File: src/crc_pkg.sv
package crc_pkg;

	////////////////////////////////////////
	// Register map
	////////////////////////////////////////

	// Word offsets taken from HADDR[4:2]
	localparam logic [2:0] CRC_DR   = 3'd0;
	localparam logic [2:0] CRC_IDR  = 3'd1;
	localparam logic [2:0] CRC_CR   = 3'd2;
	localparam logic [2:0] CRC_INIT = 3'd4;
	localparam logic [2:0] CRC_POL  = 3'd5;

	// Reset values
	localparam logic [4:0]  RESET_CRC_CR   = 5'h00;
	localparam logic [31:0] RESET_CRC_INIT = 32'hFFFF_FFFF;
	localparam logic [31:0] RESET_CRC_POL  = 32'h04C1_1DB7;
	localparam logic [7:0]  RESET_CRC_IDR  = 8'h00;

	// Input FIFO depth
	localparam int BUF_DEPTH = 2;

	////////////////////////////////////////
	// Encodings
	////////////////////////////////////////

	// AHB transfer type
	typedef enum logic [1:0] {HT_IDLE, HT_BUSY, HT_NONSEQ, HT_SEQ} htrans_t;

	// Data size, low two bits of HSIZE
	typedef enum logic [1:0] {SZ_BYTE, SZ_HALF, SZ_WORD} bus_size_t;

	// Polynomial width select, CR bits 4:3
	typedef enum logic [1:0] {PS_32, PS_16, PS_8, PS_7} poly_size_t;

	// Input bit reversal, CR bits 6:5
	typedef enum logic [1:0] {RI_NONE, RI_BYTE, RI_HALF, RI_WORD} rev_in_t;

	// Compute unit FSM
	typedef enum logic {CS_IDLE, CS_RUN} comp_state_t;

endpackage

File: src/crc_host_interface.sv
`timescale 1ns/1ps

module crc_host_interface
(
	input  logic                    HCLK,
	input  logic                    HRESETn,
	input  logic                    HSElx,
	input  logic [31:0]             HADDR,
	input  logic [1:0]              HTRANS,
	input  logic [2:0]              HSIZE,
	input  logic                    HWRITE,
	input  logic [31:0]             HWDATA,
	input  logic                    HREADY,
	input  logic [31:0]             crc_out,
	input  logic [31:0]             crc_init_out,
	input  logic [31:0]             crc_poly_out,
	input  logic [7:0]              crc_idr_out,
	input  logic                    buffer_full,
	input  logic                    reset_pending,
	input  logic                    read_wait,
	output logic [31:0]             HRDATA,
	output logic                    HREADYOUT,
	output logic                    HRESP,
	output logic [31:0]             bus_wr,
	output crc_pkg::bus_size_t      bus_size,
	output crc_pkg::poly_size_t     crc_poly_size,
	output crc_pkg::rev_in_t        rev_in_type,
	output logic                    rev_out_type,
	output logic                    crc_init_en,
	output logic                    crc_idr_en,
	output logic                    crc_poly_en,
	output logic                    buffer_write_en,
	output logic                    reset_chain
);
	import crc_pkg::*;

	// Address phase copies
	logic [2:0] haddr_pp;
	bus_size_t  hsize_pp;
	htrans_t    htrans_pp;
	logic       hwrite_pp;
	logic       hselx_pp;

	// Stored CR field
	logic [4:0] crc_cr_ff;

	logic sample_bus;
	logic active;
	logic write_en;
	logic read_en;
	logic dr_wr;
	logic dr_rd;
	logic init_wr;
	logic cr_wr;

	////////////////////////////////////////
	// Address phase pipeline
	////////////////////////////////////////

	// Only move on when the current data phase completes
	assign sample_bus = HREADYOUT && HREADY;

	always_ff @(posedge HCLK)
	begin
		if (!HRESETn)
		begin
			hselx_pp  <= 1'b0;
			htrans_pp <= HT_IDLE;
		end
		else if (sample_bus)
		begin
			hselx_pp  <= HSElx;
			htrans_pp <= htrans_t'(HTRANS);
		end
	end

	// Payload side of the pipeline
	always_ff @(posedge HCLK)
	begin
		if (sample_bus)
		begin
			haddr_pp  <= HADDR[4:2];
			hsize_pp  <= bus_size_t'(HSIZE[1:0]);
			hwrite_pp <= HWRITE;
		end
	end

	// SEQ and BUSY are ignored
	assign active   = hselx_pp && (htrans_pp == HT_NONSEQ);
	assign write_en = active && hwrite_pp;
	assign read_en  = active && !hwrite_pp;

	////////////////////////////////////////
	// Register decode and strobes
	////////////////////////////////////////

	assign dr_wr   = write_en && (haddr_pp == CRC_DR);
	assign dr_rd   = read_en && (haddr_pp == CRC_DR);
	assign init_wr = write_en && (haddr_pp == CRC_INIT);
	assign cr_wr   = write_en && (haddr_pp == CRC_CR);

	// Push held back while the FIFO is full
	assign buffer_write_en = dr_wr && !buffer_full;
	// INIT write deferred past the chain reload
	assign crc_init_en     = init_wr && !reset_pending;
	assign crc_idr_en      = write_en && (haddr_pp == CRC_IDR);
	assign crc_poly_en     = write_en && (haddr_pp == CRC_POL);

	// Write data comes straight from the data phase
	assign bus_wr   = HWDATA;
	assign bus_size = hsize_pp;

	// Wait states
	assign HREADYOUT = !((dr_wr && buffer_full) ||
	                     (dr_rd && read_wait) ||
	                     (init_wr && reset_pending));
	assign HRESP     = 1'b0;

	// CR holds bits 7:3 of the written word
	always_ff @(posedge HCLK)
	begin
		if (!HRESETn)
			crc_cr_ff <= RESET_CRC_CR;
		else if (cr_wr)
			crc_cr_ff <= HWDATA[7:3];
	end

	// Bit 0 of a CR write restarts the chain
	assign reset_chain   = cr_wr && HWDATA[0];
	assign crc_poly_size = poly_size_t'(crc_cr_ff[1:0]);
	assign rev_in_type   = rev_in_t'(crc_cr_ff[3:2]);
	assign rev_out_type  = crc_cr_ff[4];

	// Read data mux valid in the data phase
	always_comb
	begin
		case (haddr_pp)
			CRC_DR:   HRDATA = crc_out;
			CRC_IDR:  HRDATA = {24'h0, crc_idr_out};
			CRC_CR:   HRDATA = {24'h0, crc_cr_ff, 3'b000};
			CRC_INIT: HRDATA = crc_init_out;
			CRC_POL:  HRDATA = crc_poly_out;
			default:  HRDATA = 32'h0;
		endcase
	end

	////////////////////////////////////////
	// Checks
	////////////////////////////////////////

	// Strobes only for a selected NONSEQ write
	assert property (@(posedge HCLK) disable iff (!HRESETn)
		(buffer_write_en || crc_init_en || crc_idr_en || crc_poly_en || reset_chain)
		|-> (hselx_pp && hwrite_pp && htrans_pp == HT_NONSEQ));

	// No stall without an active transfer
	assert property (@(posedge HCLK) disable iff (!HRESETn)
		!active |-> HREADYOUT);

endmodule

File: src/crc_input_buffer.sv
`timescale 1ns/1ps

module crc_input_buffer
(
	input  logic               HCLK,
	input  logic               HRESETn,
	input  logic               buffer_write_en,
	input  logic [31:0]        bus_wr,
	input  crc_pkg::bus_size_t bus_size,
	input  logic               buf_pop,
	input  logic               reset_chain,
	output logic [31:0]        buf_data,
	output crc_pkg::bus_size_t buf_size,
	output logic               buf_valid,
	output logic               buffer_full
);
	import crc_pkg::*;

	localparam int PTR_W = $clog2(BUF_DEPTH);
	localparam int CNT_W = $clog2(BUF_DEPTH + 1);

	// Word and size storage
	logic [31:0] mem_data [BUF_DEPTH];
	bus_size_t   mem_size [BUF_DEPTH];

	logic [PTR_W-1:0] wr_ptr;
	logic [PTR_W-1:0] rd_ptr;
	logic [CNT_W-1:0] count;

	// Pointer and count control, flush wins over everything
	always_ff @(posedge HCLK)
	begin
		if (!HRESETn || reset_chain)
		begin
			wr_ptr <= '0;
			rd_ptr <= '0;
			count  <= '0;
		end
		else
		begin
			if (buffer_write_en)
				wr_ptr <= wr_ptr + 1'b1;
			if (buf_pop)
				rd_ptr <= rd_ptr + 1'b1;
			// Simultaneous push and pop leave the count alone
			if (buffer_write_en && !buf_pop)
				count <= count + 1'b1;
			else if (buf_pop && !buffer_write_en)
				count <= count - 1'b1;
		end
	end

	always_ff @(posedge HCLK)
	begin
		if (buffer_write_en)
		begin
			mem_data[wr_ptr] <= bus_wr;
			mem_size[wr_ptr] <= bus_size;
		end
	end

	// Head of queue
	assign buf_data    = mem_data[rd_ptr];
	assign buf_size    = mem_size[rd_ptr];
	assign buf_valid   = (count != '0);
	assign buffer_full = (count == CNT_W'(BUF_DEPTH));

	// Host never pushes into a full FIFO
	assert property (@(posedge HCLK) disable iff (!HRESETn)
		buffer_write_en |-> !buffer_full);

	// Compute unit never pops an empty FIFO
	assert property (@(posedge HCLK) disable iff (!HRESETn)
		buf_pop |-> buf_valid);

endmodule

File: src/crc_compute_unit.sv
`timescale 1ns/1ps

module crc_compute_unit
(
	input  logic                HCLK,
	input  logic                HRESETn,
	input  logic [31:0]         bus_wr,
	input  logic                crc_init_en,
	input  logic                crc_poly_en,
	input  logic                crc_idr_en,
	input  crc_pkg::poly_size_t crc_poly_size,
	input  crc_pkg::rev_in_t    rev_in_type,
	input  logic                rev_out_type,
	input  logic                reset_chain,
	input  logic [31:0]         buf_data,
	input  crc_pkg::bus_size_t  buf_size,
	input  logic                buf_valid,
	output logic                buf_pop,
	output logic [31:0]         crc_out,
	output logic [31:0]         crc_init_out,
	output logic [31:0]         crc_poly_out,
	output logic [7:0]          crc_idr_out,
	output logic                reset_pending,
	output logic                read_wait
);
	import crc_pkg::*;

	comp_state_t state;
	logic [1:0]  byte_idx;
	logic [1:0]  byte_last;
	logic [31:0] word_ff;
	logic [31:0] word_rev;
	logic [31:0] crc_ff;
	logic [31:0] crc_next;
	logic [31:0] crc_mask;
	logic [31:0] init_ff;
	logic [31:0] pol_ff;
	logic [7:0]  idr_ff;
	logic [7:0]  cur_byte;
	logic [4:0]  crc_top;
	logic [5:0]  out_shift;

	// Full 32-bit mirror
	function automatic logic [31:0] rev_word(input logic [31:0] w);
		logic [31:0] r;
		for (int i = 0; i < 32; i++)
			r[i] = w[31 - i];
		return r;
	endfunction

	// Mirror within bytes, halfwords or the whole word
	function automatic logic [31:0] rev_input(input logic [31:0] w, input rev_in_t t);
		logic [31:0] r;
		for (int i = 0; i < 32; i++)
		begin
			case (t)
				RI_BYTE: r[i] = w[(i & 24) + 7 - (i & 7)];
				RI_HALF: r[i] = w[(i & 16) + 15 - (i & 15)];
				RI_WORD: r[i] = w[31 - i];
				default: r[i] = w[i];
			endcase
		end
		return r;
	endfunction

	// One byte into an N-bit register with the MSB first
	function automatic logic [31:0] crc_byte(input logic [31:0] c_in, input logic [7:0] d,
		input logic [31:0] pol, input logic [31:0] mask, input logic [4:0] top);
		logic [31:0] c;
		logic        fb;
		c = c_in & mask;
		for (int i = 7; i >= 0; i--)
		begin
			fb = c[top] ^ d[i];
			c  = (c << 1) & mask;
			if (fb)
				c = c ^ (pol & mask);
		end
		return c;
	endfunction

	////////////////////////////////////////
	// Width decode
	////////////////////////////////////////

	always_comb
	begin
		case (crc_poly_size)
			PS_16:
			begin
				crc_mask  = 32'h0000_FFFF;
				crc_top   = 5'd15;
				out_shift = 6'd16;
			end
			PS_8:
			begin
				crc_mask  = 32'h0000_00FF;
				crc_top   = 5'd7;
				out_shift = 6'd24;
			end
			PS_7:
			begin
				crc_mask  = 32'h0000_007F;
				crc_top   = 5'd6;
				out_shift = 6'd25;
			end
			default:
			begin
				crc_mask  = 32'hFFFF_FFFF;
				crc_top   = 5'd31;
				out_shift = 6'd0;
			end
		endcase
	end

	// Byte 0 is folded in the pop cycle and the rest from the held word
	assign word_rev = rev_input(buf_data, rev_in_type);
	assign cur_byte = (state == CS_IDLE) ? word_rev[7:0] : word_ff[{byte_idx, 3'b000} +: 8];
	assign crc_next = crc_byte(crc_ff, cur_byte, pol_ff, crc_mask, crc_top);

	assign buf_pop   = (state == CS_IDLE) && buf_valid && !reset_chain;
	assign read_wait = buf_valid || (state == CS_RUN);

	// Zero-extended result optionally mirrored over N bits
	assign crc_out = rev_out_type ? (rev_word(crc_ff & crc_mask) >> out_shift)
	                              : (crc_ff & crc_mask);

	////////////////////////////////////////
	// FSM and CRC register
	////////////////////////////////////////

	always_ff @(posedge HCLK)
	begin
		if (!HRESETn)
		begin
			state         <= CS_IDLE;
			byte_idx      <= 2'd0;
			byte_last     <= 2'd0;
			crc_ff        <= RESET_CRC_INIT;
			reset_pending <= 1'b0;
		end
		else
		begin
			reset_pending <= reset_chain;
			if (reset_chain)
			begin
				// Abort and reload from INIT
				state  <= CS_IDLE;
				crc_ff <= init_ff;
			end
			else
			begin
				if (buf_pop)
				begin
					crc_ff    <= crc_next;
					byte_idx  <= 2'd1;
					byte_last <= (buf_size == SZ_HALF) ? 2'd1 : 2'd3;
					state     <= (buf_size == SZ_BYTE) ? CS_IDLE : CS_RUN;
				end
				else if (state == CS_RUN)
				begin
					crc_ff <= crc_next;
					if (byte_idx == byte_last)
						state <= CS_IDLE;
					else
						byte_idx <= byte_idx + 2'd1;
				end
				// INIT write also seeds the CRC
				if (crc_init_en)
					crc_ff <= bus_wr;
			end
		end
	end

	// Reversed word kept for the later bytes
	always_ff @(posedge HCLK)
	begin
		if (buf_pop)
			word_ff <= word_rev;
	end

	// INIT, POL and IDR
	always_ff @(posedge HCLK)
	begin
		if (!HRESETn)
		begin
			init_ff <= RESET_CRC_INIT;
			pol_ff  <= RESET_CRC_POL;
			idr_ff  <= RESET_CRC_IDR;
		end
		else
		begin
			if (crc_init_en)
				init_ff <= bus_wr;
			if (crc_poly_en)
				pol_ff <= bus_wr;
			if (crc_idr_en)
				idr_ff <= bus_wr[7:0];
		end
	end

	assign crc_init_out = init_ff;
	assign crc_poly_out = pol_ff;
	assign crc_idr_out  = idr_ff;

	// Pops only from idle with data at the head
	assert property (@(posedge HCLK) disable iff (!HRESETn)
		buf_pop |-> (state == CS_IDLE && buf_valid));

endmodule

File: src/crc_ip.sv
`timescale 1ns/1ps

module crc_ip
(
	input  logic        HCLK,
	input  logic        HRESETn,
	input  logic        HSElx,
	input  logic [31:0] HADDR,
	input  logic [1:0]  HTRANS,
	input  logic [2:0]  HSIZE,
	input  logic        HWRITE,
	input  logic [31:0] HWDATA,
	input  logic        HREADY,
	output logic [31:0] HRDATA,
	output logic        HREADYOUT,
	output logic        HRESP
);
	import crc_pkg::*;

	// Host to buffer and compute unit
	logic [31:0] bus_wr;
	bus_size_t   bus_size;
	poly_size_t  crc_poly_size;
	rev_in_t     rev_in_type;
	logic        rev_out_type;
	logic        crc_init_en;
	logic        crc_idr_en;
	logic        crc_poly_en;
	logic        buffer_write_en;
	logic        reset_chain;

	// Buffer to compute unit
	logic [31:0] buf_data;
	bus_size_t   buf_size;
	logic        buf_valid;
	logic        buf_pop;
	logic        buffer_full;

	// Compute unit back to host
	logic [31:0] crc_out;
	logic [31:0] crc_init_out;
	logic [31:0] crc_poly_out;
	logic [7:0]  crc_idr_out;
	logic        reset_pending;
	logic        read_wait;

	crc_host_interface u_host
	(
		.HCLK(HCLK), .HRESETn(HRESETn), .HSElx(HSElx), .HADDR(HADDR),
		.HTRANS(HTRANS), .HSIZE(HSIZE), .HWRITE(HWRITE), .HWDATA(HWDATA),
		.HREADY(HREADY), .crc_out(crc_out), .crc_init_out(crc_init_out),
		.crc_poly_out(crc_poly_out), .crc_idr_out(crc_idr_out),
		.buffer_full(buffer_full), .reset_pending(reset_pending), .read_wait(read_wait),
		.HRDATA(HRDATA), .HREADYOUT(HREADYOUT), .HRESP(HRESP), .bus_wr(bus_wr),
		.bus_size(bus_size), .crc_poly_size(crc_poly_size), .rev_in_type(rev_in_type),
		.rev_out_type(rev_out_type), .crc_init_en(crc_init_en), .crc_idr_en(crc_idr_en),
		.crc_poly_en(crc_poly_en), .buffer_write_en(buffer_write_en),
		.reset_chain(reset_chain)
	);

	// reset_chain doubles as the FIFO flush
	crc_input_buffer u_buffer
	(
		.HCLK(HCLK), .HRESETn(HRESETn), .buffer_write_en(buffer_write_en),
		.bus_wr(bus_wr), .bus_size(bus_size), .buf_pop(buf_pop), .reset_chain(reset_chain),
		.buf_data(buf_data), .buf_size(buf_size), .buf_valid(buf_valid),
		.buffer_full(buffer_full)
	);

	crc_compute_unit u_compute
	(
		.HCLK(HCLK), .HRESETn(HRESETn), .bus_wr(bus_wr), .crc_init_en(crc_init_en),
		.crc_poly_en(crc_poly_en), .crc_idr_en(crc_idr_en), .crc_poly_size(crc_poly_size),
		.rev_in_type(rev_in_type), .rev_out_type(rev_out_type), .reset_chain(reset_chain),
		.buf_data(buf_data), .buf_size(buf_size), .buf_valid(buf_valid), .buf_pop(buf_pop),
		.crc_out(crc_out), .crc_init_out(crc_init_out), .crc_poly_out(crc_poly_out),
		.crc_idr_out(crc_idr_out), .reset_pending(reset_pending), .read_wait(read_wait)
	);

endmodule

File: config.mk
export PLATFORM = sky130hd
export DESIGN_NAME = crc_ip
export DESIGN_NICKNAME = d
export VERILOG_FILES = /design/src/crc_pkg.sv /design/src/crc_host_interface.sv /design/src/crc_input_buffer.sv /design/src/crc_compute_unit.sv /design/src/crc_ip.sv
export SDC_FILE = /design/constraint.sdc
export NUM_CORES = 1
export LEC_CHECK = 0
export BUFFER_PORTS_ARGS = -buffer_cell sky130_fd_sc_hd__buf_2
export CELL_PAD_IN_SITES_DETAIL_PLACEMENT = 1
export CELL_PAD_IN_SITES_GLOBAL_PLACEMENT = 1
export CORE_MARGIN = 8
export CORE_UTILIZATION = 45
export DETAILED_ROUTE_END_ITERATION = 10
export PLACE_DENSITY_LB_ADDON = 0.1
export SYNTH_ARGS = -nofsm -noshare
export SYNTH_HDL_FRONTEND = slang
export SYNTH_SLANG_ARGS = --single-unit
File: constraint.sdc
create_clock -name HCLK -period 10.8 [get_ports HCLK]
set_input_delay 1.08 -clock HCLK [delete_from_list [all_inputs] [get_ports HCLK]]
set_output_delay 1.08 -clock HCLK [all_outputs]
set_load 0.02 [all_outputs]
==> flow_summary.toml <==
[global_routing]
grt_usage = 0.296
antenna_found_initial = 1
grt_pass1_vias = 15600
overflow = 0
grt_pass1_wl_microns = 99300
grt_max_degree = 76

[clock_network]
cts_buffer_depth = 3
cts_tree = "yes"
numClockSinks = 229
postCtsSetupBuffers = 0
cts_buffers = 27
hold_buffers = 0
clk_pin_slew_worst_paths_ns = 0.06
root_buffer = "clkbuf_16"
htreeDepth = 1
clk_latency_ns = 0.57

[run_status]
outcome = "finished, final reports clean"

[finish]
final_cell_mix = "nand2_1 (450), xnor2_1 (165), dfxtp_1 (119)"
layout-drive-gt1-share = 0.139
syn_to_final_growth_pct = 10.0
mostFrequentLayoutCell = "nand2_1"
fin_nets = 2023
stdcell_count = 2436
diodes = 0

[power_and_ir_drop]
powerDensity_mw_per_mm2 = 329
vdd.ir_drop.worst_uv = 167
finalPower_mw = 5.95
p_leak_nw = 6.65

[timing]
finalHoldViolCount = 0
worst_slew_pin_slew_ns = 1.31
final.setup.tns_ns = 0
whs_ns = 0.455
fin_crit_sh = 0.931
finClkSkew_ns = 0.0221
rsz0062_at_grt = "false"
fmax_ghz = 0.0994
max_slew_margin = 0.124
drv_slew = 0
layout_min_cycle_time_ns = 10.06
setup_viol = 0

[synthesis]
ys_ff_latch = 229
yosys_warnings = 0
synth_cell_types = 96
synth_area_leaders = "edfxtp_1 (19%), dfxtp_1 (15%), nand2_1 (10%)"
syn_nets = 2041
synth.top_cell.area_share = 0.194
synth-async-reset-ratio = 0
synth-seq-area-share = 0.343
yosys.area.top_type = "edfxtp_1"
syn_area_sq_mm = 0.0164
yosys_most_used_dff = "dfxtp_1"
synthCells = 1966
avgSynthCellArea_sq_um = 8.36
synth-edff-count = 106

[placement]
gp_congestion = 0.900
hpwl_microns = 46300
dp.cells = 2387
numPortBuffers = 76

[routing]
via_per_inst = 6.34
wl_per_cell_microns = 26.9
route.detailed.drc = 0
dr.pass1.iters = 6
ant_nets = 0
vias = 15400
routed_wl_microns = 65500
drt_iter0_markers = 1437

[worst_setup_path]
worstPathMaxFanout = 23
critPathMaxStageDelay_ns = 0.62
cp-start-kind = "flip-flop"
slowest_stage = "nor3_1"
critPathKind = "flip-flop to flip-flop"
reg2reg_depth = 33
crit_path_end_kind = "flip-flop"
cpMostUsedCell = "buf_4"
cp.arrival_ns = 10.55
required_ns = 11.29

[floorplanning]
rows = 70
io_pins = 108
core_sq_mm = 0.0363
initial_utilization = 0.453
die_w_microns = 207
die_area_sq_mm = 0.0429
die_height_microns = 207

[worst_hold_path]
worstHoldPathType = "flip-flop to flip-flop"
worstHoldPathCells = 0

[flow_run]
maxCapViolations = 0
## report_power, final
group / switching, mW / leakage (nW) / total (mW) / internal, mW
clock network: 0.398 / 0.450 / 0.978 / 0.580
registers: 0.150 / 1.98 / 1.19 / 1.04
logic: 2.29 / 4.23 / 3.78 / 1.49
total: 2.84 / 6.65 / 5.95 / 3.11
## flip-flops by register name (all words and copies together), names as in the netlist, 4 cells and up, named ones only
name                    count
u_compute.crc_idr_out       8
u_compute.crc_ff           32
u_host.crc_cr_ff            5
u_compute.crc_poly_out     32
u_compute.word_ff          32
u_buffer.mem_size           4
u_compute.crc_init_out     32
u_buffer.mem_data          64
## metrics by stage
stage	setup WS [ns]	cell area [sq um]	util
6_report	0.742	18100	0.499
5_1_grt	0.124	18100	0.499
4_1_cts	0.618	18100	0.499
3_5_place_dp	0.652	17200	0.473
3_3_place_gp	0.974	17200	0.473
2_1_floorplan	2.97	16400	-
## final timing paths
check / startpoint / endpoint / slack [ns]
max reg2reg: flip-flop / u_compute.crc_ff[12]$_SDFFE_PN1P_ / 0.74
min reg2reg: u_host.bus_size[1]$_DFFE_PP_ / u_buffer.mem_size[0][1]$_DFFE_PP_ / 0.45
max: flip-flop / u_compute.crc_ff[12]$_SDFFE_PN1P_ / 0.74
min: u_host.bus_size[1]$_DFFE_PP_ / u_buffer.mem_size[0][1]$_DFFE_PP_ / 0.45
## final cells by class
type,count,area (sq um)
Fill cell,4342,18200
Multi-Input combinational cell,1541,10100
Sequential cell,229,5650
Timing Repair Buffer,123,736
Clock buffer,29,683
Tap cell,468,586
Clock inverter,20,250
Inverter,26,97.6
## synth_stat cells, types with 6 or more instances
library cell,instances
a222oi_1,11
buf_1,20
mux2i_1,76
o211a_1,6
or3_1,7
nor3_1,38
dfxtp_1,123
and2_1,19
a21oi_1,50
o22ai_1,10
a22oi_1,23
nand2_1,451
a21boi_0,27
buf_2,11
a211oi_1,17
and3_1,16
nor4bb_1,8
o21ai_1,18
o211ai_1,23
mux2_2,27
o21a_1,8
nand2b_1,6
nor2_1,107
nor2b_1,15
mux4_2,31
clkbuf_1,134
xor2_1,50
a221oi_1,13
a31oi_1,12
xnor2_1,166
edfxtp_1,106
nand3_1,86
nand4_1,6
nor4_1,6
inv_1,23
o21ai_0,88
a211o_1,6
a21o_1,9
## layer usage
layer  GRT usage  part of all wire  vias to the layer above
li1            -                 -                     6906
met1       0.408              0.44                     7722
met2       0.463              0.45                      665
met3      0.0465             0.076                      139
met4       0.112             0.040                        2
met5           0           0.00020                        -
## logic make-up after synthesis
kind of cell             Yosys count  share of synthesized area
XOR/XNOR                         216                      0.115
flip-flops                       229                      0.343
multiplexers                     137                      0.110
adder cells (fa/ha/maj)            1                   0.000761
AO/OA/AOI/OAI                    385                      0.168
AND/OR/NAND/NOR                  801                      0.217
buffers and inverters            196                     0.0468
other                              1                   0.000228
## critical path, delay by kind of cell (launching register included)
kind / cells / cell delay (ns)
compound gates: 12 / 3.31
xor+xnor: 2 / 0.66
buf+inv: 5 / 1.50
flops: 1 / 0.47
mux: 5 / 1.53
simple gates: 9 / 2.48
## what timing repair did
| item | CTS | global route |
|---|---|---|
| setup endpoints to repair | 0 | 11 |
| gates resized for setup | 0 | 1 |
| endpoints found under the hold margin | 0 | 0 |
Note: power is estimated with default switching activity, not from simulation.
